<file path="config.mk">
export PLATFORM = sky130hd
export DESIGN_NAME = cache_verify
export DESIGN_NICKNAME = d
export VERILOG_FILES = /design/src/hdl/cache_pkg.sv /design/src/hdl/cache_verify.sv
export VERILOG_INCLUDE_DIRS = /design/src /design/src/include
export SDC_FILE = /design/constraint.sdc
export NUM_CORES = 1
export LEC_CHECK = 0
export ABC_AREA = 1
export BUFFER_PORTS_ARGS = -buffer_cell sky130_fd_sc_hd__buf_2
export CAP_MARGIN = 10
export CORE_UTILIZATION = 52
export DETAILED_ROUTE_END_ITERATION = 10
export PLACE_DENSITY = 0.8
export SYNTH_ARGS = -nofsm -noshare
export SYNTH_HDL_FRONTEND = slang
export SYNTH_SLANG_ARGS = --single-unit
</file>
<file path="constraint.sdc">
create_clock -name clk_i -period 14.75 [get_ports clk_i]
set_input_delay 2.95 -clock clk_i [delete_from_list [all_inputs] [get_ports clk_i]]
set_output_delay 2.95 -clock clk_i [all_outputs]
set_load 0.02 [all_outputs]
</file>
<file path="src/include/cache_macros.svh">
// cache geometry
// widths and sizes shared by the packages and the RTL

`ifndef CACHE_MACROS_SVH
`define CACHE_MACROS_SVH

// byte address width
`define CACHE_ADDR_WIDTH 16

// data word width
`define CACHE_DATA_WIDTH 32

// number of sets, two ways each
`define CACHE_SETS 16

// words per block
`define CACHE_BLOCK_WORDS 4

`endif
</file>
<file path="src/hdl/cache_pkg.sv">
// cache request-side types
// address fields, data word and opcodes

`default_nettype none

`include "cache_macros.svh"

package cache_pkg;

  typedef logic [`CACHE_ADDR_WIDTH-1:0] addr_t;
  typedef logic [`CACHE_DATA_WIDTH-1:0] data_t;
  typedef logic [$clog2(`CACHE_BLOCK_WORDS)-1:0] offset_t;
  typedef logic [$clog2(`CACHE_SETS)-1:0] index_t;
  typedef logic [`CACHE_ADDR_WIDTH-2-$bits(offset_t)-$bits(index_t)-1:0] tag_t;
  typedef logic [`CACHE_DATA_WIDTH/8-1:0] byte_mask_t;

  typedef enum logic [2:0] {
    OP_LW  = 3'd0,
    OP_SW  = 3'd1,
    OP_LB  = 3'd2,
    OP_LBU = 3'd3,
    OP_SB  = 3'd4
  } cache_op_e;

endpackage

`default_nettype wire

</file>
<file path="src/hdl/cache_verify.sv">
// cache verify stage
// hit check, LRU and dirty state, load formatting and store merge

`default_nettype none

`include "cache_macros.svh"

module cache_verify (
  input  logic clk_i,
  input  logic reset_i,
  input  logic tl_v_i,
  input  cache_pkg::cache_op_e tl_op_i,
  input  cache_pkg::addr_t tl_addr_i,
  input  cache_pkg::data_t tl_data_i,
  input  cache_pkg::tag_t [1:0] tag_rd_i,
  input  logic [1:0] valid_rd_i,
  input  cache_pkg::data_t [1:0] line_rd_i,
  output logic advance_o,
  output logic miss_o,
  output logic miss_way_o,
  output logic miss_dirty_o,
  output cache_pkg::tag_t victim_tag_o,
  output cache_pkg::addr_t miss_addr_o,
  input  logic miss_done_i,
  input  cache_pkg::data_t fill_word_i,
  output logic st_we_o,
  output logic st_way_o,
  output cache_pkg::byte_mask_t st_mask_o,
  output cache_pkg::data_t st_data_o,
  output logic resp_v_o,
  output cache_pkg::data_t resp_data_o,
  input  logic resp_yumi_i
);

  logic v_r;
  logic filled_r;
  cache_pkg::cache_op_e op_r;
  cache_pkg::addr_t addr_r;
  cache_pkg::data_t data_r;
  cache_pkg::tag_t [1:0] tag_r;
  logic [1:0] valid_r;
  cache_pkg::data_t [1:0] line_r;
  logic [`CACHE_SETS-1:0] lru_r;
  logic [`CACHE_SETS-1:0] dirty_r [2];

  cache_pkg::index_t index;
  logic [1:0] hit;
  logic use_way;
  logic is_store;
  logic retire;
  cache_pkg::data_t word;
  logic [7:0] byte_sel;

  assign index = addr_r[4 +: $bits(cache_pkg::index_t)];
  assign hit[0] = valid_r[0] & (tag_r[0] == addr_r[15:8]);
  assign hit[1] = valid_r[1] & (tag_r[1] == addr_r[15:8]);
  assign is_store = (op_r == cache_pkg::OP_SW) | (op_r == cache_pkg::OP_SB);

  // an empty way first, otherwise the LRU one
  assign miss_way_o = ~valid_r[0] ? 1'b0 : (~valid_r[1] ? 1'b1 : lru_r[index]);
  assign miss_dirty_o = valid_r[miss_way_o] & dirty_r[miss_way_o][index];
  assign victim_tag_o = tag_r[miss_way_o];
  assign miss_addr_o = addr_r;

  assign miss_o = v_r & ~(|hit) & ~filled_r;
  assign resp_v_o = v_r & ((|hit) | filled_r);
  assign retire = resp_v_o & resp_yumi_i;
  assign use_way = filled_r ? miss_way_o : hit[1];

  // a retiring store leaves a bubble so the next read sees its write
  assign advance_o = ~v_r | (retire & ~is_store);

  assign word = filled_r ? fill_word_i : line_r[use_way];
  assign byte_sel = word[8*addr_r[1:0] +: 8];

  always_comb begin
    case (op_r)
      cache_pkg::OP_LW:  resp_data_o = word;
      cache_pkg::OP_LB:  resp_data_o = {{24{byte_sel[7]}}, byte_sel};
      cache_pkg::OP_LBU: resp_data_o = {24'b0, byte_sel};
      default:           resp_data_o = '0;
    endcase
  end

  assign st_we_o = retire & is_store;
  assign st_way_o = use_way;
  assign st_mask_o = (op_r == cache_pkg::OP_SW) ? 4'b1111 : (4'b0001 << addr_r[1:0]);
  assign st_data_o = (op_r == cache_pkg::OP_SW) ? data_r : {4{data_r[7:0]}};

  always_ff @(posedge clk_i) begin
    if (reset_i) begin
      v_r <= 1'b0;
      filled_r <= 1'b0;
      lru_r <= '0;
      dirty_r[0] <= '0;
      dirty_r[1] <= '0;
    end else begin
      if (advance_o) begin
        v_r <= tl_v_i;
      end else if (retire) begin
        v_r <= 1'b0;
      end
      if (retire) begin
        filled_r <= 1'b0;
        lru_r[index] <= ~use_way;
        if (is_store) begin
          dirty_r[use_way][index] <= 1'b1;
        end
      end else if (miss_done_i) begin
        // refilled block starts clean
        filled_r <= 1'b1;
        dirty_r[miss_way_o][index] <= 1'b0;
      end
    end
  end

  always_ff @(posedge clk_i) begin
    if (advance_o && tl_v_i) begin
      op_r <= tl_op_i;
      addr_r <= tl_addr_i;
      data_r <= tl_data_i;
      tag_r <= tag_rd_i;
      valid_r <= valid_rd_i;
      line_r <= line_rd_i;
    end
  end

  assert property (@(posedge clk_i) disable iff (reset_i) resp_yumi_i |-> resp_v_o);

endmodule

`default_nettype wire

</file>
==> results.py <==
metrics = {
    "pwr": {
        "ir_drop_v": 0.0000893,
        "p_per_area_nw_per_um2": 116,
        "power_leakage_uw": 0.00528,
    },
    "route": {
        "wl_per_cell_um": 17.2,
        "ant_nets": 0,
        "drc": 0,
        "wl_met1_um": 9630,
        "wl_um": 25500,
        "met3_length_um": 1930,
        "highest_layer": "met4",
        "avgViaCountPerCell": 5.38,
        "dr.pass1.iters": 8,
        "met2_wirelength_um": 13100,
        "vias": 7982,
        "drt_iter0_drc": 674,
    },
    "logic_synthesis": {
        "synth_area_um2": 9100,
        "syn_inst": 1013,
        "ys_ff_latch": 183,
        "synth_edf_count": 165,
        "avgSynthCellArea_um2": 8.98,
        "synth.distinct_cells": 35,
        "synth_ff_type": "edfxtp_1",
        "ys_warn_count": 0,
        "syn_nets": 1183,
        "ys_async_sr_fraction_pct": 0,
        "yosysSeqAreaShare_pct": 58.4,
    },
    "clock_tree": {
        "clk_latency_ns": 0.44,
        "hold_buffers": 0,
        "cts_tree": "built",
        "cts_made_buffers": 17,
        "cts.sinks": 183,
        "cts.clk_slew.worst_paths_ns": 0.08,
        "clockRootBuffer": "clkbuf_16",
        "htree_num_levels": 4,
        "cts_resized": 0,
        "cts_buffer_depth": 2,
        "post_cts_buffers": 0,
    },
    "final_layout": {
        "layout.nets": 1419,
        "area_growth_pct": 21.7,
        "drive_gt1_share_pct": 28.4,
    },
    "worst_setup_path": {
        "worst-setup-path-type": "input pin to output pin",
        "r2r-start": "miss_addr_o[12]",
        "cp_max_fo": 24,
        "crit_path_end_kind": "output pin",
        "cp.required_ns": 11.80,
        "crit_start": "fill_word_i[15]",
        "start_kind": "input pin",
        "worstPathArrival_ns": 4.47,
    },
    "sta": {
        "setup_ws_ns": 7.33,
        "fin_skew_ns": 0.0143,
        "rsz0062_at_grt": "false",
        "fmax_mhz": 135,
        "setup-violations-final": 0,
        "relSlewSlack_pct": 37.9,
        "slew_violations": 0,
        "tightest_slew_ns": 0.931,
        "period_share_pct": 50.3,
        "hold_viol": 0,
        "final.setup.tns_ns": 0,
        "finalCriticalPeriod_ns": 7.42,
    },
    "global_route": {
        "gr-total-overflow": 0,
        "grt_max_degree": 72,
        "grt_pass1_vias": 7551,
        "antenna_found_initial": 2,
        "grtUsageTotal_pct": 28.4,
        "grt_pass1_wl_um": 38600,
    },
    "place": {
        "place.port_buffers": 268,
        "dp_slack_ns": 7.34,
        "gp_congestion": 0.940,
        "hpwl_um": 17800,
    },
    "die": {
        "initial_core_util_pct": 54.1,
        "core_um2": 16800,
        "die_area_um2": 18000,
        "chipWidth_um": 134,
        "io_pins": 269,
        "die_h_um": 134,
        "placement_rows": 47,
    },
    "min_path": {
        "hp-start": "lru_r[8]",
        "min_path_type": "flop to flop",
    },
    "run_status": {
        "status": "finished clean",
    },
    "flow_run": {
        "cap_violations": 0,
    },
}
==> where the power goes <==
group / switching, uW / total [uW] / internal, uW
logic: 144 / 208 / 64.4
registers: 13.8 / 613 / 599
clock network: 223 / 467 / 244
==> cell usage in the layout, fill, tap and decap left out, drive strengths merged <==
cell | netlist | layout
o31ai | 1 | 1
nand3 | 96 | 96
o21ai | 91 | 91
nand3b | 2 | 2
a21boi | 3 | 3
buf | 35 | 276
a211oi | 1 | 1
o21bai | 1 | 1
o22ai | 2 | 2
clkbuf | 24 | 17
dfxtp | 18 | 18
nor2 | 52 | 52
nor3 | 14 | 14
diode | 0 | 2
a21oi | 30 | 30
or2 | 29 | 29
xor2 | 3 | 3
edfxtp | 165 | 165
clkinv | 1 | 6
nand2 | 346 | 346
inv | 81 | 89
bufinv | 0 | 1
clkinvlp | 0 | 1
nand4 | 18 | 18
==> cell type report <==
| class | count | area [um^2] |
|---|---|---|
| fillers | 1370 | 5750 |
| flip-flops and latches | 183 | 5320 |
| multi-input cells | 689 | 3160 |
| repair buffers | 276 | 1410 |
| clock buffers | 17 | 425 |
| inverters | 82 | 309 |
| well taps | 220 | 275 |
| clock inverters | 15 | 179 |
| diodes | 2 | 5.00 |
==> cell families after synthesis <==
group                  after synthesis  share of synthesized area, %
flip-flops                         183                          58.4
AO/OA/AOI/OAI                      129                          7.62
XOR/XNOR                             3                         0.289
AND/OR/NAND/NOR                    557                          26.6
buffers and inverters              141                          7.08
==> through the flow <==
step	utilization (%)	cells	hold WS [ns]	power (uW)	cell area, um^2
4_1_cts	65.7	1481	0.459	1290	11100
2_1_floorplan	-	1013	0.424	766	9100
6_report	65.8	1484	0.456	1290	11100
3_3_place_gp	62.1	1449	0.438	824	10400
5_1_grt	65.8	1484	0.490	1330	11100
3_5_place_dp	62.1	1449	0.448	829	10400
==> worst max-delay path: stages <==
cell and delay (ns):
buf_2 0.10, nand2_1 0.09, nand2_1 0.10, nand2_1 0.07
nand2_1 0.07, o21ai_2 0.74, nand2_1 0.13, buf_2 0.21
==> cell usage after synthesis (3+ instances only) <==
cell      number  area (um^2)
or2_2         28          175
nand2_2        5         31.3
o21ai_1       25          125
nand4_1       18          113
nand2_1      338         1270
nor2_1        52          195
nand2_4        3         33.8
a21boi_0       3         22.5
inv_1         78          293
nor3_1        14         70.1
a21oi_1       30          150
inv_2          3         11.3
xor2_1         3         26.3
edfxtp_1     165         4950
buf_6          4         45.0
clkbuf_1      23         86.3
buf_4         14          105
nand3_1       93          465
o21ai_0       62          310
buf_2         15         75.1
dfxtp_1       18          360
==> per-layer routing <==
| metal | GRT usage [%] | vias up |
|---|---|---|
| li1 | - | 3858 |
| met4 | 11.9 | 0 |
| met5 | 0 | - |
| met1 | 34.7 | 3626 |
| met3 | 5.93 | 73 |
| met2 | 48.7 | 425 |
==> final timing paths <==
check | slack (ns) | depth (start not counted) | to
min reg2reg | 0.46 | 2 | lru_r[8]
max | 7.33 | 8 | resp_data_o[27]
min | 0.46 | 2 | lru_r[8]
max reg2reg | 10.48 | 10 | op_r[0]
==> registers in the layout (all words and copies together) (netlist names) <==
name / flops
lru_r: 16
line_r: 64
tag_r: 16
v_r: 1
dirty_r: 32
data_r: 32
miss_addr_o: 16
valid_r: 2
op_r: 3
filled_r: 1
Power figures use the tool's default switching activity.
