### src/include/cache_macros.svh
// cache geometry
// widths and sizes shared by the packages and the RTL

`ifndef CACHE_MACROS_SVH
`define CACHE_MACROS_SVH

// byte address width
`define CACHE_ADDR_WIDTH 16

// data word width
`define CACHE_DATA_WIDTH 32

// number of sets, two ways each
`define CACHE_SETS 16

// words per block
`define CACHE_BLOCK_WORDS 4

`endif
### src/hdl/cache_dma_pkg.sv
// cache memory-side types
// block address and miss/DMA state encodings

`default_nettype none

`include "cache_macros.svh"

package cache_dma_pkg;

  // tag and index together
  typedef logic [`CACHE_ADDR_WIDTH-2-$clog2(`CACHE_BLOCK_WORDS)-1:0] block_addr_t;

  typedef enum logic [1:0] {MISS_IDLE, MISS_EVICT, MISS_FILL, MISS_DONE} miss_state_e;

  typedef enum logic [1:0] {DMA_IDLE, DMA_SEND_PKT, DMA_XFER, DMA_DONE} dma_state_e;

endpackage

`default_nettype wire

### src/hdl/cache_pkg.sv
// cache request-side types
// address fields, data word and opcodes

`default_nettype none

`include "cache_macros.svh"

package cache_pkg;

  typedef logic [`CACHE_ADDR_WIDTH-1:0] addr_t;
  typedef logic [`CACHE_DATA_WIDTH-1:0] data_t;
  typedef logic [$clog2(`CACHE_BLOCK_WORDS)-1:0] offset_t;
  typedef logic [$clog2(`CACHE_SETS)-1:0] index_t;
  typedef logic [`CACHE_ADDR_WIDTH-2-$bits(offset_t)-$bits(index_t)-1:0] tag_t;
  typedef logic [`CACHE_DATA_WIDTH/8-1:0] byte_mask_t;

  typedef enum logic [2:0] {
    OP_LW  = 3'd0,
    OP_SW  = 3'd1,
    OP_LB  = 3'd2,
    OP_LBU = 3'd3,
    OP_SB  = 3'd4
  } cache_op_e;

endpackage

`default_nettype wire

### src/hdl/cache_dma_if.sv
// miss handler to DMA engine command channel

`default_nettype none

`include "cache_macros.svh"

interface cache_dma_if;

  logic start;
  logic write;
  cache_dma_pkg::block_addr_t block_addr;
  logic way;
  logic done;
  logic [`CACHE_DATA_WIDTH-1:0] fill_word;

  modport miss (output start, write, block_addr, way, input done, fill_word);
  modport dma (input start, write, block_addr, way, output done, fill_word);

endinterface

`default_nettype wire

### src/hdl/cache_dma.sv
// cache DMA engine
// sends one packet then moves a four word block into or out of the data array

`default_nettype none

`include "cache_macros.svh"

module cache_dma (
  input  logic clk_i,
  input  logic reset_i,
  cache_dma_if.dma cmd,
  input  cache_pkg::offset_t offset_i,
  output logic dma_pkt_v_o,
  output logic dma_pkt_write_o,
  output cache_dma_pkg::block_addr_t dma_pkt_addr_o,
  input  logic dma_pkt_yumi_i,
  input  cache_pkg::data_t dma_rdata_i,
  input  logic dma_rdata_v_i,
  output logic dma_rdata_ready_o,
  output cache_pkg::data_t dma_wdata_o,
  output logic dma_wdata_v_o,
  input  logic dma_wdata_yumi_i,
  output logic dma_mem_v_o,
  output logic dma_mem_we_o,
  output logic dma_mem_way_o,
  output logic [$bits(cache_pkg::index_t)+$bits(cache_pkg::offset_t)-1:0] dma_mem_addr_o,
  output cache_pkg::data_t dma_mem_wdata_o,
  input  cache_pkg::data_t dma_mem_rdata_i
);

  cache_dma_pkg::dma_state_e state_r;
  cache_pkg::offset_t cnt_r;
  logic rd_pend_r;
  logic wv_r;
  logic xfer;
  logic fill_beat;
  logic rd_issue;
  logic last;

  assign xfer = (state_r == cache_dma_pkg::DMA_XFER);
  assign last = (cnt_r == cache_pkg::offset_t'(`CACHE_BLOCK_WORDS-1));

  assign dma_pkt_v_o = (state_r == cache_dma_pkg::DMA_SEND_PKT);
  assign dma_rdata_ready_o = xfer & ~dma_pkt_write_o;
  assign fill_beat = dma_rdata_ready_o & dma_rdata_v_i;

  // evict reads one word ahead of the memory side
  assign rd_issue = xfer & dma_pkt_write_o & ~wv_r & ~rd_pend_r;
  assign dma_wdata_v_o = wv_r;
  assign dma_wdata_o = dma_mem_rdata_i;

  assign dma_mem_v_o = fill_beat | rd_issue;
  assign dma_mem_we_o = fill_beat;
  assign dma_mem_way_o = cmd.way;
  assign dma_mem_addr_o = {dma_pkt_addr_o[$bits(cache_pkg::index_t)-1:0], cnt_r};
  assign dma_mem_wdata_o = dma_rdata_i;

  assign cmd.done = (state_r == cache_dma_pkg::DMA_DONE);

  always_ff @(posedge clk_i) begin
    if (reset_i) begin
      state_r <= cache_dma_pkg::DMA_IDLE;
      cnt_r <= '0;
      rd_pend_r <= 1'b0;
      wv_r <= 1'b0;
    end else begin
      rd_pend_r <= rd_issue;
      wv_r <= (wv_r & ~dma_wdata_yumi_i) | rd_pend_r;
      case (state_r)
        cache_dma_pkg::DMA_IDLE: begin
          cnt_r <= '0;
          if (cmd.start) begin
            state_r <= cache_dma_pkg::DMA_SEND_PKT;
          end
        end
        cache_dma_pkg::DMA_SEND_PKT: begin
          if (dma_pkt_yumi_i) begin
            state_r <= cache_dma_pkg::DMA_XFER;
          end
        end
        cache_dma_pkg::DMA_XFER: begin
          if (fill_beat || (wv_r && dma_wdata_yumi_i)) begin
            cnt_r <= cnt_r + 1'b1;
            if (last) begin
              state_r <= cache_dma_pkg::DMA_DONE;
            end
          end
        end
        default: state_r <= cache_dma_pkg::DMA_IDLE;
      endcase
    end
  end

  // command latched at start, requested word caught during refill
  always_ff @(posedge clk_i) begin
    if (cmd.start && state_r == cache_dma_pkg::DMA_IDLE) begin
      dma_pkt_write_o <= cmd.write;
      dma_pkt_addr_o <= cmd.block_addr;
    end
    if (fill_beat && cnt_r == offset_i) begin
      cmd.fill_word <= dma_rdata_i;
    end
  end

endmodule

`default_nettype wire

### src/flat_wrapper.sv
// flat-port wrapper written by rule: the top's interface ports become plain ports
module cache_dma_flat 
  (clk_i, reset_i, offset_i, dma_pkt_v_o, dma_pkt_write_o, dma_pkt_addr_o, dma_pkt_yumi_i, dma_rdata_i, dma_rdata_v_i, dma_rdata_ready_o, dma_wdata_o, dma_wdata_v_o, dma_wdata_yumi_i, dma_mem_v_o, dma_mem_we_o, dma_mem_way_o, dma_mem_addr_o, dma_mem_wdata_o, dma_mem_rdata_i, cmd_start, cmd_write, cmd_block_addr, cmd_way, cmd_done, cmd_fill_word);
  cache_dma_if cmd_i ();
  input  logic clk_i;
  input  logic reset_i;
  input  cache_pkg::offset_t offset_i;
  output logic dma_pkt_v_o;
  output logic dma_pkt_write_o;
  output cache_dma_pkg::block_addr_t dma_pkt_addr_o;
  input  logic dma_pkt_yumi_i;
  input  cache_pkg::data_t dma_rdata_i;
  input  logic dma_rdata_v_i;
  output logic dma_rdata_ready_o;
  output cache_pkg::data_t dma_wdata_o;
  output logic dma_wdata_v_o;
  input  logic dma_wdata_yumi_i;
  output logic dma_mem_v_o;
  output logic dma_mem_we_o;
  output logic dma_mem_way_o;
  output logic [$bits(cache_pkg::index_t)+$bits(cache_pkg::offset_t)-1:0] dma_mem_addr_o;
  output cache_pkg::data_t dma_mem_wdata_o;
  input  cache_pkg::data_t dma_mem_rdata_i;
  input wire logic [$bits(cmd_i.start)-1:0] cmd_start;
  input wire logic [$bits(cmd_i.write)-1:0] cmd_write;
  input wire logic [$bits(cmd_i.block_addr)-1:0] cmd_block_addr;
  input wire logic [$bits(cmd_i.way)-1:0] cmd_way;
  output wire logic [$bits(cmd_i.done)-1:0] cmd_done;
  output wire logic [$bits(cmd_i.fill_word)-1:0] cmd_fill_word;
  assign cmd_i.start = cmd_start;
  assign cmd_i.write = cmd_write;
  assign cmd_i.block_addr = cmd_block_addr;
  assign cmd_i.way = cmd_way;
  assign cmd_done = cmd_i.done;
  assign cmd_fill_word = cmd_i.fill_word;
  cache_dma u_core (.clk_i(clk_i), .reset_i(reset_i), .cmd(cmd_i), .offset_i(offset_i), .dma_pkt_v_o(dma_pkt_v_o), .dma_pkt_write_o(dma_pkt_write_o), .dma_pkt_addr_o(dma_pkt_addr_o), .dma_pkt_yumi_i(dma_pkt_yumi_i), .dma_rdata_i(dma_rdata_i), .dma_rdata_v_i(dma_rdata_v_i), .dma_rdata_ready_o(dma_rdata_ready_o), .dma_wdata_o(dma_wdata_o), .dma_wdata_v_o(dma_wdata_v_o), .dma_wdata_yumi_i(dma_wdata_yumi_i), .dma_mem_v_o(dma_mem_v_o), .dma_mem_we_o(dma_mem_we_o), .dma_mem_way_o(dma_mem_way_o), .dma_mem_addr_o(dma_mem_addr_o), .dma_mem_wdata_o(dma_mem_wdata_o), .dma_mem_rdata_i(dma_mem_rdata_i));
endmodule
### config.mk
export PLATFORM = sky130hd
export DESIGN_NAME = cache_dma_flat
export DESIGN_NICKNAME = d
export VERILOG_FILES = /design/src/hdl/cache_dma_pkg.sv /design/src/hdl/cache_pkg.sv /design/src/hdl/cache_dma_if.sv /design/src/hdl/cache_dma.sv /design/src/flat_wrapper.sv
export VERILOG_INCLUDE_DIRS = /design/src /design/src/include
export SDC_FILE = /design/constraint.sdc
export NUM_CORES = 1
export LEC_CHECK = 0
export ABC_AREA = 1
export BUFFER_PORTS_ARGS = -buffer_cell sky130_fd_sc_hd__buf_2
export CELL_PAD_IN_SITES_DETAIL_PLACEMENT = 0
export CELL_PAD_IN_SITES_GLOBAL_PLACEMENT = 1
export CORE_MARGIN = 5
export CORE_UTILIZATION = 26
export CTS_CLUSTER_SIZE = 14
export DETAILED_ROUTE_END_ITERATION = 8
export GPL_TIMING_DRIVEN = 0
export HOLD_SLACK_MARGIN = 0.06
export PLACE_DENSITY = 0.92
export SETUP_SLACK_MARGIN = 0.02
export SYNTH_ARGS = -nofsm -noshare
export SYNTH_HDL_FRONTEND = slang
export SYNTH_SLANG_ARGS = --single-unit
### constraint.sdc
create_clock -name clk_i -period 5.4 [get_ports clk_i]
set_clock_uncertainty 0.2 [all_clocks]
set_input_delay 0.81 -clock clk_i [delete_from_list [all_inputs] [get_ports clk_i]]
set_output_delay 0.81 -clock clk_i [all_outputs]
set_load 0.02 [all_outputs]
==> results.yml <==
run_status:
  status: "finished clean"
placed_design:
  dpl_cell_area_sq_um: 3320
  placement.io_buffers: 174
  dpl_worst_slack_ns: 2.71
  gp_congestion: 0.737
  hpwlAfterDp_microns: 4890
clock_network:
  cts.sink_count: 51
  clock_insertion_delay_worst_skew_ns: 0.29
  cts_buffers: 5
  clkTransAtPathRegs_ns: 0.09
  clock_tree.buffer_depth: 2
  ctsHoldBuffers: 0
  cts.htree.levels: 2
  cts_repair_resize_count: 0
  cts_tree: "done"
  post-cts-setup-buffers: 0
  cts.root.buffer_cell: "clkbuf_8"
pwr:
  cell_internal_power_dissipation_uw: 749
  switch_share_pct: 32.0
  p_switching_uw: 352
  cellLeakagePower_nw: 1.73
  sequentialPowerShare_pct: 45.1
  power_frac_clock_pct: 24.4
  power.ir.vdd_worst_mv: 0.109
  power_frac_comb_pct: 30.5
  pwr_density_cell_nw_per_um2: 320
worst_setup_path:
  cp_data_arrival_time_ns: 1.53
  end_kind: "output pin"
  regToRegEndpoint: "u_core.cmd.fill_word[19]"
  worstRegToRegCells: 6
  critical_path_peak_fanout: 7
  r2r_setup_slack_ns: 2.88
  path_class: "register to output pin"
  crit-reg2reg-launch: "u_core.state_r[0]"
  crit_path_start_kind: "register"
  cp.required_ns: 4.39
sta:
  finalHoldViolations: 0
  max_clock_freq_mhz: 394
  drv_slew: 0
  final_min_period_over_clock_period_pct: 47.0
  final.setup.tns_ns: 0
  number_of_failing_setup_endpoints_in_the_final_timing_report: 0
  max_slew.worst_pin.slew_ns: 0.688
  grt_setup_unrepaired: "no"
  final.min_clock_period_ns: 2.54
  maxSlewHeadroom_pct: 53.9
  layout_setup_ws_ns: 2.86
floorplanning:
  die_h_microns: 104
  core-area_sq_um: 8640
  dieArea_sq_um: 10800
  ports_placed_on_the_boundary: 208
  start_util_pct: 26.5
  chipWidth_microns: 104
  num_rows: 34
global_route:
  groute.usage.overall_pct: 9.99
  largest_net_degree_at_the_start_of_global_routing: 18
  grt_antenna_before_repair: 0
  wire_length_of_the_first_global_routing_pass_microns: 8930
  grt_overflow_total: 0
  first_global_vias: 1888
routing:
  vias: 1784
  initialDrtViolationCount: 52
  drt-pass1-iter-count: 4
  total_wire_length_after_detailed_routing_microns: 5600
  drt_drc: 0
  wl_per_cell_microns: 12.0
  drt-vias-per-instance: 3.84
  ant_nets: 0
final_layout:
  post-route-cell-area_sq_um: 3440
  drive_gt1_share_pct: 72.5
  number_of_diodes: 0
  post-route-util_pct: 39.8
  syn_to_final_growth_pct: 50.2
  final_common_cell: "buf_2"
  filler_cell_count: 860
  final_net_count: 447
  most-common-layout-cells: "buf_2 (174), buf_4 (69), edfxtp_1 (45)"
synthesis:
  warnings_from_yosys: 0
  synth_instances: 173
  synth_area_leaders: "edfxtp_1 (59%), buf_4 (23%), dfxtp_1 (5.2%)"
  synth-seq-area-share_pct: 64.3
  postSynthRegisterBits: 51
  synth_cell_types: 17
  syn_nets: 264
  synth_largest_type_area_fraction_pct: 59.0
  yosysTopAreaCell: "edfxtp_1"
  syn_area_per_cell_sq_um: 13.2
  syn-cell-area_sq_um: 2290
hold_path:
  worst_hold_path_ep: "u_core.dma_wdata_v_o"
  hold_depth: 2
  worstHoldStart: "u_core.rd_pend_r"
  hold_path.class: "register to register"
job:
  drv_cap: 0
==> synth_stat cells <==
| master | count |
|---|---|
| nand2_1 | 10 |
| a211oi_1 | 1 |
| ha_1 | 5 |
| dfxtp_1 | 6 |
| a21oi_2 | 1 |
| buf_4 | 69 |
| nand3_1 | 5 |
| nand3_2 | 1 |
| xor2_1 | 2 |
| nor2_1 | 9 |
| a21oi_1 | 3 |
| nor3_1 | 1 |
| inv_2 | 1 |
| edfxtp_1 | 45 |
| nand2_4 | 1 |
| inv_1 | 12 |
| a21oi_4 | 1 |
==> flip-flops by register name (all words and copies together) (netlist names) <==
name	cells
u_core.cmd.fill_word	32
u_core.cnt_r	2
u_core.dma_pkt_addr_o	12
u_core.dma_pkt_write_o	1
u_core.dma_wdata_v_o	1
u_core.rd_pend_r	1
u_core.state_r	2
==> power by group through the flow <==
stage / combinational [mW] / sequential (mW) / clock (mW)
detailed placement: 0.342 / 0.506 / 0
global placement: 0.334 / 0.505 / 0
finish: 0.336 / 0.496 / 0.269
global route: 0.371 / 0.502 / 0.295
CTS: 0.342 / 0.497 / 0.282
floorplan: 0.191 / 0.544 / 0
==> cell type report <==
cell class,instances,area [sq um],share of cell area (%)
Multi-Input combinational cell,40,255,7.43
Inverter,13,48.8,1.42
Clock inverter,3,46.3,1.35
Timing Repair Buffer,176,893,26.0
Tap cell,108,135,3.93
Clock buffer,5,68.8,2.00
Buffer,69,518,15.1
Sequential cell,51,1470,42.8
==> worst max-delay path by stage <==
stage	startpoint	endpoint	cells after the start
global placement	dma_rdata_v_i	u_core.cmd.fill_word[19]	3
floorplan	offset_i[1]	u_core.cmd.fill_word[0]	2
CTS	u_core.state_r[0]	u_core.cmd.fill_word[29]	6
detailed placement	dma_rdata_v_i	u_core.cmd.fill_word[19]	5
finish	u_core.state_r[0]	dma_mem_v_o	5
global route	u_core.state_r[0]	u_core.cmd.fill_word[29]	6
==> metrics by stage <==
stage                     hold slack [ns]  cells  power [mW]
final                               0.261    465        1.10
after global routing                0.283    465        1.17
after CTS                           0.268    465        1.12
after detailed placement            0.255    457       0.848
after global placement              0.239    455       0.838
after floorplan                     0.227    173       0.735
==> routing by layer <==
| metal | GRT usage, % | vias up | share of wire, % |
|---|---|---|---|
| met5 | 0 | - | 0 |
| met4 | 4.44 | 0 | 2.3 |
| met3 | 4.54 | 9 | 12 |
| met2 | 18.1 | 116 | 51 |
| met1 | 9.63 | 788 | 35 |
| li1 | - | 871 | - |
==> critical path: stages (launching register included) <==
cell and delay [ns]:
dfxtp_1 0.35, inv_1 0.09, ha_1 0.32, nand3_2 0.21, nand2_1 0.11, buf_2 0.16
==> cell families (layout without fill, tap and decap cells) <==
kind of cell / Yosys count / count (layout) / share of synthesized area (%)
AOI/OAI and AO/OA: 6 / 6 / 2.08
buffers and inverters: 82 / 266 / 24.8
xor gates and xnor gates: 2 / 2 / 0.766
adders and majority gates: 5 / 5 / 2.73
and+or+nand+nor: 27 / 27 / 5.36
DFF: 51 / 51 / 64.3
(Power assumes the default switching activity.)
