[config.mk]
export PLATFORM = sky130hd
export DESIGN_NAME = cache_miss_flat
export DESIGN_NICKNAME = d
export VERILOG_FILES = /design/src/hdl/cache_dma_pkg.sv /design/src/hdl/cache_pkg.sv /design/src/hdl/cache_dma_if.sv /design/src/hdl/cache_miss.sv /design/src/flat_wrapper.sv
export VERILOG_INCLUDE_DIRS = /design/src /design/src/include
export SDC_FILE = /design/constraint.sdc
export NUM_CORES = 1
export LEC_CHECK = 0
export BUFFER_PORTS_ARGS = -buffer_cell sky130_fd_sc_hd__buf_4
export CORE_MARGIN = 5
export CORE_UTILIZATION = 25
export DETAILED_ROUTE_END_ITERATION = 8
export HOLD_SLACK_MARGIN = 0.03
export PLACE_DENSITY = 0.91
export SLEW_MARGIN = 10
export SYNTH_ARGS = -nofsm -noshare
export SYNTH_HDL_FRONTEND = slang
export SYNTH_SLANG_ARGS = --single-unit
[constraint.sdc]
create_clock -name clk_i -period 1.61 [get_ports clk_i]
set_input_delay 0.161 -clock clk_i [delete_from_list [all_inputs] [get_ports clk_i]]
set_output_delay 0.161 -clock clk_i [all_outputs]
set_load 0.02 [all_outputs]
[src/include/cache_macros.svh]
// cache geometry
// widths and sizes shared by the packages and the RTL

`ifndef CACHE_MACROS_SVH
`define CACHE_MACROS_SVH

// byte address width
`define CACHE_ADDR_WIDTH 16

// data word width
`define CACHE_DATA_WIDTH 32

// number of sets, two ways each
`define CACHE_SETS 16

// words per block
`define CACHE_BLOCK_WORDS 4

`endif
[src/hdl/cache_dma_pkg.sv]
// cache memory-side types
// block address and miss/DMA state encodings

`default_nettype none

`include "cache_macros.svh"

package cache_dma_pkg;

  // tag and index together
  typedef logic [`CACHE_ADDR_WIDTH-2-$clog2(`CACHE_BLOCK_WORDS)-1:0] block_addr_t;

  typedef enum logic [1:0] {MISS_IDLE, MISS_EVICT, MISS_FILL, MISS_DONE} miss_state_e;

  typedef enum logic [1:0] {DMA_IDLE, DMA_SEND_PKT, DMA_XFER, DMA_DONE} dma_state_e;

endpackage

`default_nettype wire

[src/hdl/cache_pkg.sv]
// cache request-side types
// address fields, data word and opcodes

`default_nettype none

`include "cache_macros.svh"

package cache_pkg;

  typedef logic [`CACHE_ADDR_WIDTH-1:0] addr_t;
  typedef logic [`CACHE_DATA_WIDTH-1:0] data_t;
  typedef logic [$clog2(`CACHE_BLOCK_WORDS)-1:0] offset_t;
  typedef logic [$clog2(`CACHE_SETS)-1:0] index_t;
  typedef logic [`CACHE_ADDR_WIDTH-2-$bits(offset_t)-$bits(index_t)-1:0] tag_t;
  typedef logic [`CACHE_DATA_WIDTH/8-1:0] byte_mask_t;

  typedef enum logic [2:0] {
    OP_LW  = 3'd0,
    OP_SW  = 3'd1,
    OP_LB  = 3'd2,
    OP_LBU = 3'd3,
    OP_SB  = 3'd4
  } cache_op_e;

endpackage

`default_nettype wire

[src/hdl/cache_dma_if.sv]
// miss handler to DMA engine command channel

`default_nettype none

`include "cache_macros.svh"

interface cache_dma_if;

  logic start;
  logic write;
  cache_dma_pkg::block_addr_t block_addr;
  logic way;
  logic done;
  logic [`CACHE_DATA_WIDTH-1:0] fill_word;

  modport miss (output start, write, block_addr, way, input done, fill_word);
  modport dma (input start, write, block_addr, way, output done, fill_word);

endinterface

`default_nettype wire

[src/hdl/cache_miss.sv]
// cache miss handler
// evicts a dirty victim, refills the block and installs the new tag

`default_nettype none

module cache_miss (
  input  logic clk_i,
  input  logic reset_i,
  input  logic miss_i,
  input  logic miss_way_i,
  input  logic miss_dirty_i,
  input  cache_pkg::tag_t victim_tag_i,
  input  cache_pkg::addr_t miss_addr_i,
  output logic tag_we_o,
  output logic tag_way_o,
  output cache_pkg::index_t tag_index_o,
  output cache_pkg::tag_t tag_o,
  output logic miss_done_o,
  cache_dma_if.miss dma
);

  cache_dma_pkg::miss_state_e state_r;
  logic evicted_r;
  cache_pkg::index_t index;

  assign index = miss_addr_i[4 +: $bits(cache_pkg::index_t)];

  // evict first when needed and refill from idle on the way back
  assign dma.start = (state_r == cache_dma_pkg::MISS_IDLE) & miss_i;
  assign dma.write = miss_dirty_i & ~evicted_r;
  assign dma.block_addr = dma.write ? {victim_tag_i, index} : miss_addr_i[15:4];
  assign dma.way = miss_way_i;

  assign tag_we_o = (state_r == cache_dma_pkg::MISS_DONE);
  assign tag_way_o = miss_way_i;
  assign tag_index_o = index;
  assign tag_o = miss_addr_i[15:8];
  assign miss_done_o = tag_we_o;

  always_ff @(posedge clk_i) begin
    if (reset_i) begin
      state_r <= cache_dma_pkg::MISS_IDLE;
      evicted_r <= 1'b0;
    end else begin
      case (state_r)
        cache_dma_pkg::MISS_IDLE: begin
          if (dma.start) begin
            state_r <= dma.write ? cache_dma_pkg::MISS_EVICT : cache_dma_pkg::MISS_FILL;
          end
        end
        cache_dma_pkg::MISS_EVICT: begin
          if (dma.done) begin
            evicted_r <= 1'b1;
            state_r <= cache_dma_pkg::MISS_IDLE;
          end
        end
        cache_dma_pkg::MISS_FILL: begin
          if (dma.done) begin
            evicted_r <= 1'b0;
            state_r <= cache_dma_pkg::MISS_DONE;
          end
        end
        default: state_r <= cache_dma_pkg::MISS_IDLE;
      endcase
    end
  end

  // done answers only a transfer this handler started
  assert property (@(posedge clk_i) disable iff (reset_i)
    dma.done |-> (state_r == cache_dma_pkg::MISS_EVICT ||
                  state_r == cache_dma_pkg::MISS_FILL));

endmodule

`default_nettype wire

[src/flat_wrapper.sv]
// flat-port wrapper written by rule: the top's interface ports become plain ports
module cache_miss_flat 
  (clk_i, reset_i, miss_i, miss_way_i, miss_dirty_i, victim_tag_i, miss_addr_i, tag_we_o, tag_way_o, tag_index_o, tag_o, miss_done_o, dma_start, dma_write, dma_block_addr, dma_way, dma_done, dma_fill_word);
  cache_dma_if dma_i ();
  input  logic clk_i;
  input  logic reset_i;
  input  logic miss_i;
  input  logic miss_way_i;
  input  logic miss_dirty_i;
  input  cache_pkg::tag_t victim_tag_i;
  input  cache_pkg::addr_t miss_addr_i;
  output logic tag_we_o;
  output logic tag_way_o;
  output cache_pkg::index_t tag_index_o;
  output cache_pkg::tag_t tag_o;
  output logic miss_done_o;
  output wire logic [$bits(dma_i.start)-1:0] dma_start;
  output wire logic [$bits(dma_i.write)-1:0] dma_write;
  output wire logic [$bits(dma_i.block_addr)-1:0] dma_block_addr;
  output wire logic [$bits(dma_i.way)-1:0] dma_way;
  input wire logic [$bits(dma_i.done)-1:0] dma_done;
  input wire logic [$bits(dma_i.fill_word)-1:0] dma_fill_word;
  assign dma_start = dma_i.start;
  assign dma_write = dma_i.write;
  assign dma_block_addr = dma_i.block_addr;
  assign dma_way = dma_i.way;
  assign dma_i.done = dma_done;
  assign dma_i.fill_word = dma_fill_word;
  cache_miss u_core (.clk_i(clk_i), .reset_i(reset_i), .miss_i(miss_i), .miss_way_i(miss_way_i), .miss_dirty_i(miss_dirty_i), .victim_tag_i(victim_tag_i), .miss_addr_i(miss_addr_i), .tag_we_o(tag_we_o), .tag_way_o(tag_way_o), .tag_index_o(tag_index_o), .tag_o(tag_o), .miss_done_o(miss_done_o), .dma(dma_i));
endmodule
==> impl_metrics.tcl, run 1 <==
set metrics [dict create \
    critPathCaptureType "output port" \
    ant_nets 0 \
    core_area_um2 1689 \
    clock_path_buffers 2 \
    relSlewSlack_pct 78.19 \
    timing.final.crit_share_pct 80.34 \
    root_buffer "clkbuf_4" \
    vias 426 \
    die_width_um 51.91 \
    grt_usage_pct 9.004 \
    grt_pass1_vias 444 \
    switching_share_pct 38.04 \
    post-cts-setup-buffers 0 \
    hold_path_startpoint "reset_i" \
    hold_class "input port to flip-flop" \
    drv_slew 0 \
    reg2reg_setup_slack_ns 0.52 \
    critPathKind "flip-flop to output port" \
    final_cells 101 \
    drc 0 \
    required_ns 1.45 \
    synth-seq-cells 3 \
    vdd_drop_max_mv 0.3215 \
    synthMuxAreaShare_pct 0 \
    timing.rr.start "u_core.evicted_r" \
    synth_top_family_by_area "buffers and inverters" \
    cts.repair.resized 0 \
    first_pass_iters 3 \
    syn_inst 60 \
    dp_slack_ns 0.5087 \
    setup.worst_path.start_class "flip-flop" \
    routed_wl_um 1186 \
    grt_first_pass_wirelength_um 1787 \
    cts.clk_slew.worst_paths_ns 0.04 \
    worst_pin_slew_ns 0.3267 \
    dp.cells 97 \
    areaGrowthSynthToFinish_pct 42.17 \
    clock-sinks 3 \
    synth-simple-area-share_pct 31.62 \
    tritoncts "built" \
    grt_max_degree 11 \
    whs_path_depth 2 \
    insertion_delay_ns 0.23 \
    ios 92 \
    yosysSeqAreaShare_pct 13.68 \
    p_per_area_nw_per_um2 779.1 \
    syn_area_um2 439.2 \
    maxCapViolCount 0 \
    synth_xor_area_share_pct 0 \
    synth_compound_area_share_pct 15.10 \
    antenna_found_initial 0 \
    drive_gt1_share_pct 55.95 \
    antenna_cells 0 \
    rows 15 \
    die_y_um 51.91 \
    clock_skew_ns 0.003833 \
    dieArea_um2 2695 \
    worst_slack_ns 0.3166 \
    port_buffers 40 \
    grt_overflow 0 \
    hold_end "u_core.evicted_r" \
    r2r_end "u_core.state_r[0]" \
    clock_power_share_pct 27.2 \
    outcome "finished, final reports clean" \
    hpwl_um 980.7 \
    post_dp_cell_area_um2 598.1 \
    most-common-layout-cells "40 x buf_4, 24 x nand2_1, 3 x clkbuf_4, 3 x dfxtp_1, 2 x a21oi_1" \
    fin_crit_ns 1.293 \
    nets 147 \
    wl_per_cell_um 11.74 \
    crit_fanout 10 \
    leakage_nw 0.3430 \
    numCtsBuffers 3 \
    ys_types 16 \
    max_freq_mhz 773.1 \
    grt_setup_unrepaired "false" \
    p_int_w 0.0003014 \
    hold_viol 0 \
    syn_nets 122 \
    avgSynthCellArea_um2 7.320 \
    ctsHoldBuffers 0 \
    finalSetupViolCount 0 \
    pwr-share-comb_pct 52.2 \
    ff2ff_path_depth 4 \
    via_per_inst 4.218 \
    yosysWarnings 0 \
    gp_congestion 0.6568 \
    synth_adder_area_share_pct 0 \
    p_sw_w 0.0001850 \
    holdWs_ns 0.1363 \
    worstPathArrival_ns 1.13 \
    start_util_pct 26.00 \
    tns_ns 0 \
    cts_htree_levels 1 \
    nFillCells 181 \
    post-route-cell-area_um2 624.3 \
    drt_iter0_markers 6 \
    layout_commonest_cell "buf_4" \
    seqPwrFrac_pct 20.5 \
]
## sequential cells by signal, indices dropped and copies added, names as in the netlist
| register | flops |
|---|---|
| u_core.evicted_r | 1 |
| u_core.state_r | 2 |
## per-layer routing
| metal | wire (µm) | GRT usage (%) | up-vias |
|---|---|---|---|
| met1 | 384 | 8.290 | 185 |
| li1 | - | - | 220 |
| met5 | 0 | 0 | - |
| met3 | 118 | 5.158 | 2 |
| met2 | 676 | 15.69 | 19 |
| met4 | 6 | 4.367 | 0 |
## Yosys cell counts, drive strengths merged
library cell | instances | share of area, %
inv | 1 | 2.6
nor3b | 1 | 1.7
a211oi | 1 | 4.6
dfxtp | 3 | 14
and2 | 1 | 1.4
nor2 | 1 | 0.85
buf | 20 | 37
nor3 | 1 | 1.1
nand2 | 24 | 21
a2bb2oi | 1 | 2.0
a21oi | 2 | 2.3
nor2b | 1 | 1.4
nand2b | 2 | 4.6
a2111oi | 1 | 6.3
## stage by stage
stage / util, % / total power (W)
2_1_floorplan: - / 0.0002995
3_3_place_gp: 35.41 / 0.0003540
3_5_place_dp: 35.41 / 0.0003583
4_1_cts: 36.96 / 0.0004945
5_1_grt: 36.96 / 0.0005302
6_report: 36.96 / 0.0004864
## layout make-up
cell class | instances | area, µm² | area share [%]
well taps | 17 | 21.27 | 3.407
inverters | 1 | 11.26 | 1.804
multi-input cells | 36 | 205.2 | 32.87
flip-flops and latches | 3 | 60.06 | 9.619
repair buffers | 40 | 300.3 | 48.10
clock buffers | 4 | 26.28 | 4.208
## how the worst max path moves through the flow
stage          slack [ns]  cells past startpoint                 end              start
2_1_floorplan        0.51                      2            tag_we_o  u_core.state_r[0]
3_3_place_gp         0.54                      4   u_core.state_r[0]   u_core.evicted_r
3_5_place_dp         0.51                      4   u_core.state_r[0]   u_core.evicted_r
4_1_cts              0.29                      5  dma_block_addr[11]   u_core.evicted_r
5_1_grt              0.20                      5   dma_block_addr[9]   u_core.evicted_r
6_report             0.32                      5   dma_block_addr[5]   u_core.evicted_r
## logic make-up (layout without fill, tap and decap cells)
kind of cell / after synthesis / after routing
and+or+nand+nor: 31 / 31
buffers and inverters: 21 / 45
AOI/OAI and AO/OA: 5 / 5
DFF: 3 / 3
## critical path, stage by stage (launching register included)
cell and delay, ns:
dfxtp_1 0.34, nand2b_4 0.23, inv_8 0.07, nand2_1 0.07, nand2_1 0.05, buf_4 0.15
## power by group through the flow
stage                     logic (W)  clock network, W  registers [W]
final                      0.000254          0.000132      0.0000999
after global routing       0.000274          0.000154       0.000102
after CTS                  0.000257          0.000137       0.000100
after detailed placement   0.000257                 0       0.000102
after global placement     0.000254                 0       0.000100
after floorplan            0.000201                 0      0.0000982
No activity file was read; power rests on OpenSTA's default activity.
==> inputs of run 2 (changes only) <==
--- a/config.mk
+++ b/config.mk
@@ -8,10 +8,10 @@
 export LEC_CHECK = 0
 export BUFFER_PORTS_ARGS = -buffer_cell sky130_fd_sc_hd__buf_4
 export CORE_MARGIN = 5
-export CORE_UTILIZATION = 25
+export CORE_UTILIZATION = 24
 export DETAILED_ROUTE_END_ITERATION = 8
 export HOLD_SLACK_MARGIN = 0.03
-export PLACE_DENSITY = 0.91
+export PLACE_DENSITY = 0.88
 export SLEW_MARGIN = 10
 export SYNTH_ARGS = -nofsm -noshare
 export SYNTH_HDL_FRONTEND = slang
==> constraint.sdc (replaced) <==
create_clock -name clk_i -period 1.35 [get_ports clk_i]
set_input_delay 0.135 -clock clk_i [delete_from_list [all_inputs] [get_ports clk_i]]
set_output_delay 0.135 -clock clk_i [all_outputs]
set_load 0.02 [all_outputs]
==> run 2 against run 1 <==
Critical path depth unchanged. Global-route usage decreased by 0.40 points. Via count increased by 8.0%. Sequential power increased by 22%. Critical endpoint is now dma_block_addr[9]. Largest power group unchanged.
==> impl_metrics.tcl, run 2 (synthesis gave the netlist of run 1 again) <==
set metrics [dict create \
    whs_path_depth 2 \
    clock_skew_ns 0.001410 \
    hpwl_um 1030 \
    top_register "u_core.state_r" \
    timing.final.crit_share_pct 91.30 \
    use_met1_pct 8.221 \
    vdd_drop_max_mv 0.4421 \
    core_area_um2 1727 \
    timing.critical_path.buf_inv 2 \
    numCtsBuffers 3 \
    cp_top_family "flip-flops" \
    outcome "finished, final reports clean" \
    routed_wl_um 1291 \
    hold_end "u_core.evicted_r" \
    clock_power_share_pct 26.3 \
    antenna_found_initial 0 \
    finalSetupViolCount 0 \
    dieArea_um2 2785 \
    busiest_layer "met2" \
    grt_usage_pct 8.607 \
    tns_ns 0 \
    maxCapViolCount 0 \
    cts.clk_slew.worst_paths_ns 0.04 \
    drive_gt1_share_pct 58.14 \
    p_int_w 0.0003671 \
    top_regs "u_core.state_r (2), u_core.evicted_r (1)" \
    layout_commonest_cell "buf_4" \
    required_ns 1.22 \
    most-common-layout-cells "41 x buf_4, 24 x nand2_1, 3 x clkbuf_4, 2 x a21oi_1, 2 x dfxtp_1" \
    worstPathArrival_ns 1.10 \
    crit_fanout 10 \
    hold_path_startpoint "reset_i" \
    nets 149 \
    insertion_delay_ns 0.23 \
    switching_share_pct 38.02 \
    cp.depth 5 \
    pwr-share-comb_pct 53.1 \
    grt_pass1_vias 427 \
    leakage_nw 0.3512 \
    die_y_um 52.78 \
    setup.worst_path.start_class "flip-flop" \
    critPathMostFrequentCell "nand2_1" \
    areaGrowthSynthToFinish_pct 48.43 \
    clock-sinks 3 \
    p_sw_w 0.0002252 \
    drt_iter0_markers 2 \
    clock_path_buffers 2 \
    ant_nets 0 \
    critPathKind "flip-flop to output port" \
    grt_max_degree 11 \
    max_freq_mhz 811.3 \
    die_width_um 52.78 \
    utilization_pct 37.75 \
    via_per_inst 4.144 \
    drc 0 \
    power.total_w 0.0005924 \
    ff2ff_path_depth 4 \
    largest_reg_flops 2 \
    hold_class "input port to flip-flop" \
    wl_per_cell_um 11.63 \
    rows 15 \
    drv_slew 0 \
    met3_usage_pct 2.279 \
    first_pass_iters 4 \
    antenna_cells 0 \
    vias 460 \
    timing.rr.start "u_core.evicted_r" \
    port_buffers 40 \
    grt_overflow 0 \
    relSlewSlack_pct 78.08 \
    crit_slowest_cell "dfxtp_2" \
    cp_cell_sequence "nand2b_4, inv_8, nand2_1, nand2_1, buf_4" \
    grt_first_pass_wirelength_um 1697 \
    ctsHoldBuffers 0 \
    gp_congestion 0.6618 \
    critPathCaptureType "output port" \
    worst_pin_slew_ns 0.3283 \
    start_util_pct 25.43 \
    fin_crit_ns 1.233 \
    grt_use_met2_pct 14.26 \
    r2r_end "u_core.state_r[0]" \
    tritoncts "built" \
    seqPwrFrac_pct 20.5 \
    root_buffer "clkbuf_4" \
    cts_htree_levels 1 \
    ios 92 \
    hold_viol 0 \
    p_per_area_nw_per_um2 908.7 \
    reg2reg_setup_slack_ns 0.30 \
    cpPeakStageDelay_ns 0.33 \
    grt_setup_unrepaired "false" \
]
[run 2: cell count changes in the layout (fill, tap and decap cells not counted), sizes merged]
cell and delta:
buf +1, nand2b +1
[run 2: per-stage QoR]
step           hold WS (ns)  cell area, µm²  setup WS (ns)  cells
2_1_floorplan        0.2074           439.2         0.2771     60
3_3_place_gp         0.2702           608.1         0.2668    105
3_5_place_dp         0.2702           608.1         0.2400    105
4_1_cts             0.09631           634.4        0.03744    109
5_1_grt             0.09139           651.9        0.04185    111
6_report            0.09633           651.9         0.1174    111
[run 2: metal layers]
layer | part of all wire (%) | vias up
li1 | - | 226
met1 | 34 | 196
met2 | 51 | 32
met3 | 12 | 6
met4 | 2.9 | 0
met5 | 0 | -
[run 2: final cells by class]
cell class,instances,area (µm²)
multi-input combinational,37,214.0
timing repair buffer,41,307.8
clock buffer,4,26.28
inverter,1,11.26
sequential,3,61.31
fill,193,1075
tap,25,31.28
[run 2: worst max path at each step]
stage	startpoint	end	slack, ns
final	u_core.evicted_r	dma_block_addr[9]	0.12
after global routing	u_core.evicted_r	dma_block_addr[8]	0.04
after CTS	u_core.evicted_r	dma_block_addr[9]	0.04
after detailed placement	u_core.evicted_r	u_core.state_r[0]	0.24
after global placement	u_core.evicted_r	u_core.state_r[0]	0.27
after floorplan	u_core.state_r[0]	tag_we_o	0.28
[run 2: power by group through the flow]
stage	clock [W]	sequential [W]	combinational, W
2_1_floorplan	0	0.000117	0.000240
3_3_place_gp	0	0.000120	0.000302
3_5_place_dp	0	0.000121	0.000308
4_1_cts	0.000163	0.000120	0.000309
5_1_grt	0.000173	0.000123	0.000336
6_report	0.000156	0.000122	0.000315
[run 2: worst reg2reg max path, cell delays in order, from the launching register on]
cell and delay (ns):
dfxtp_2 0.34, nand2b_4 0.19, inv_8 0.06, a211oi_4 0.27, a2111oi_4 0.05
[run 2: repair_timing]
item,CTS,global route
gates resized for setup,0,1
buffers inserted,0,1
setup endpoints to repair,0,4
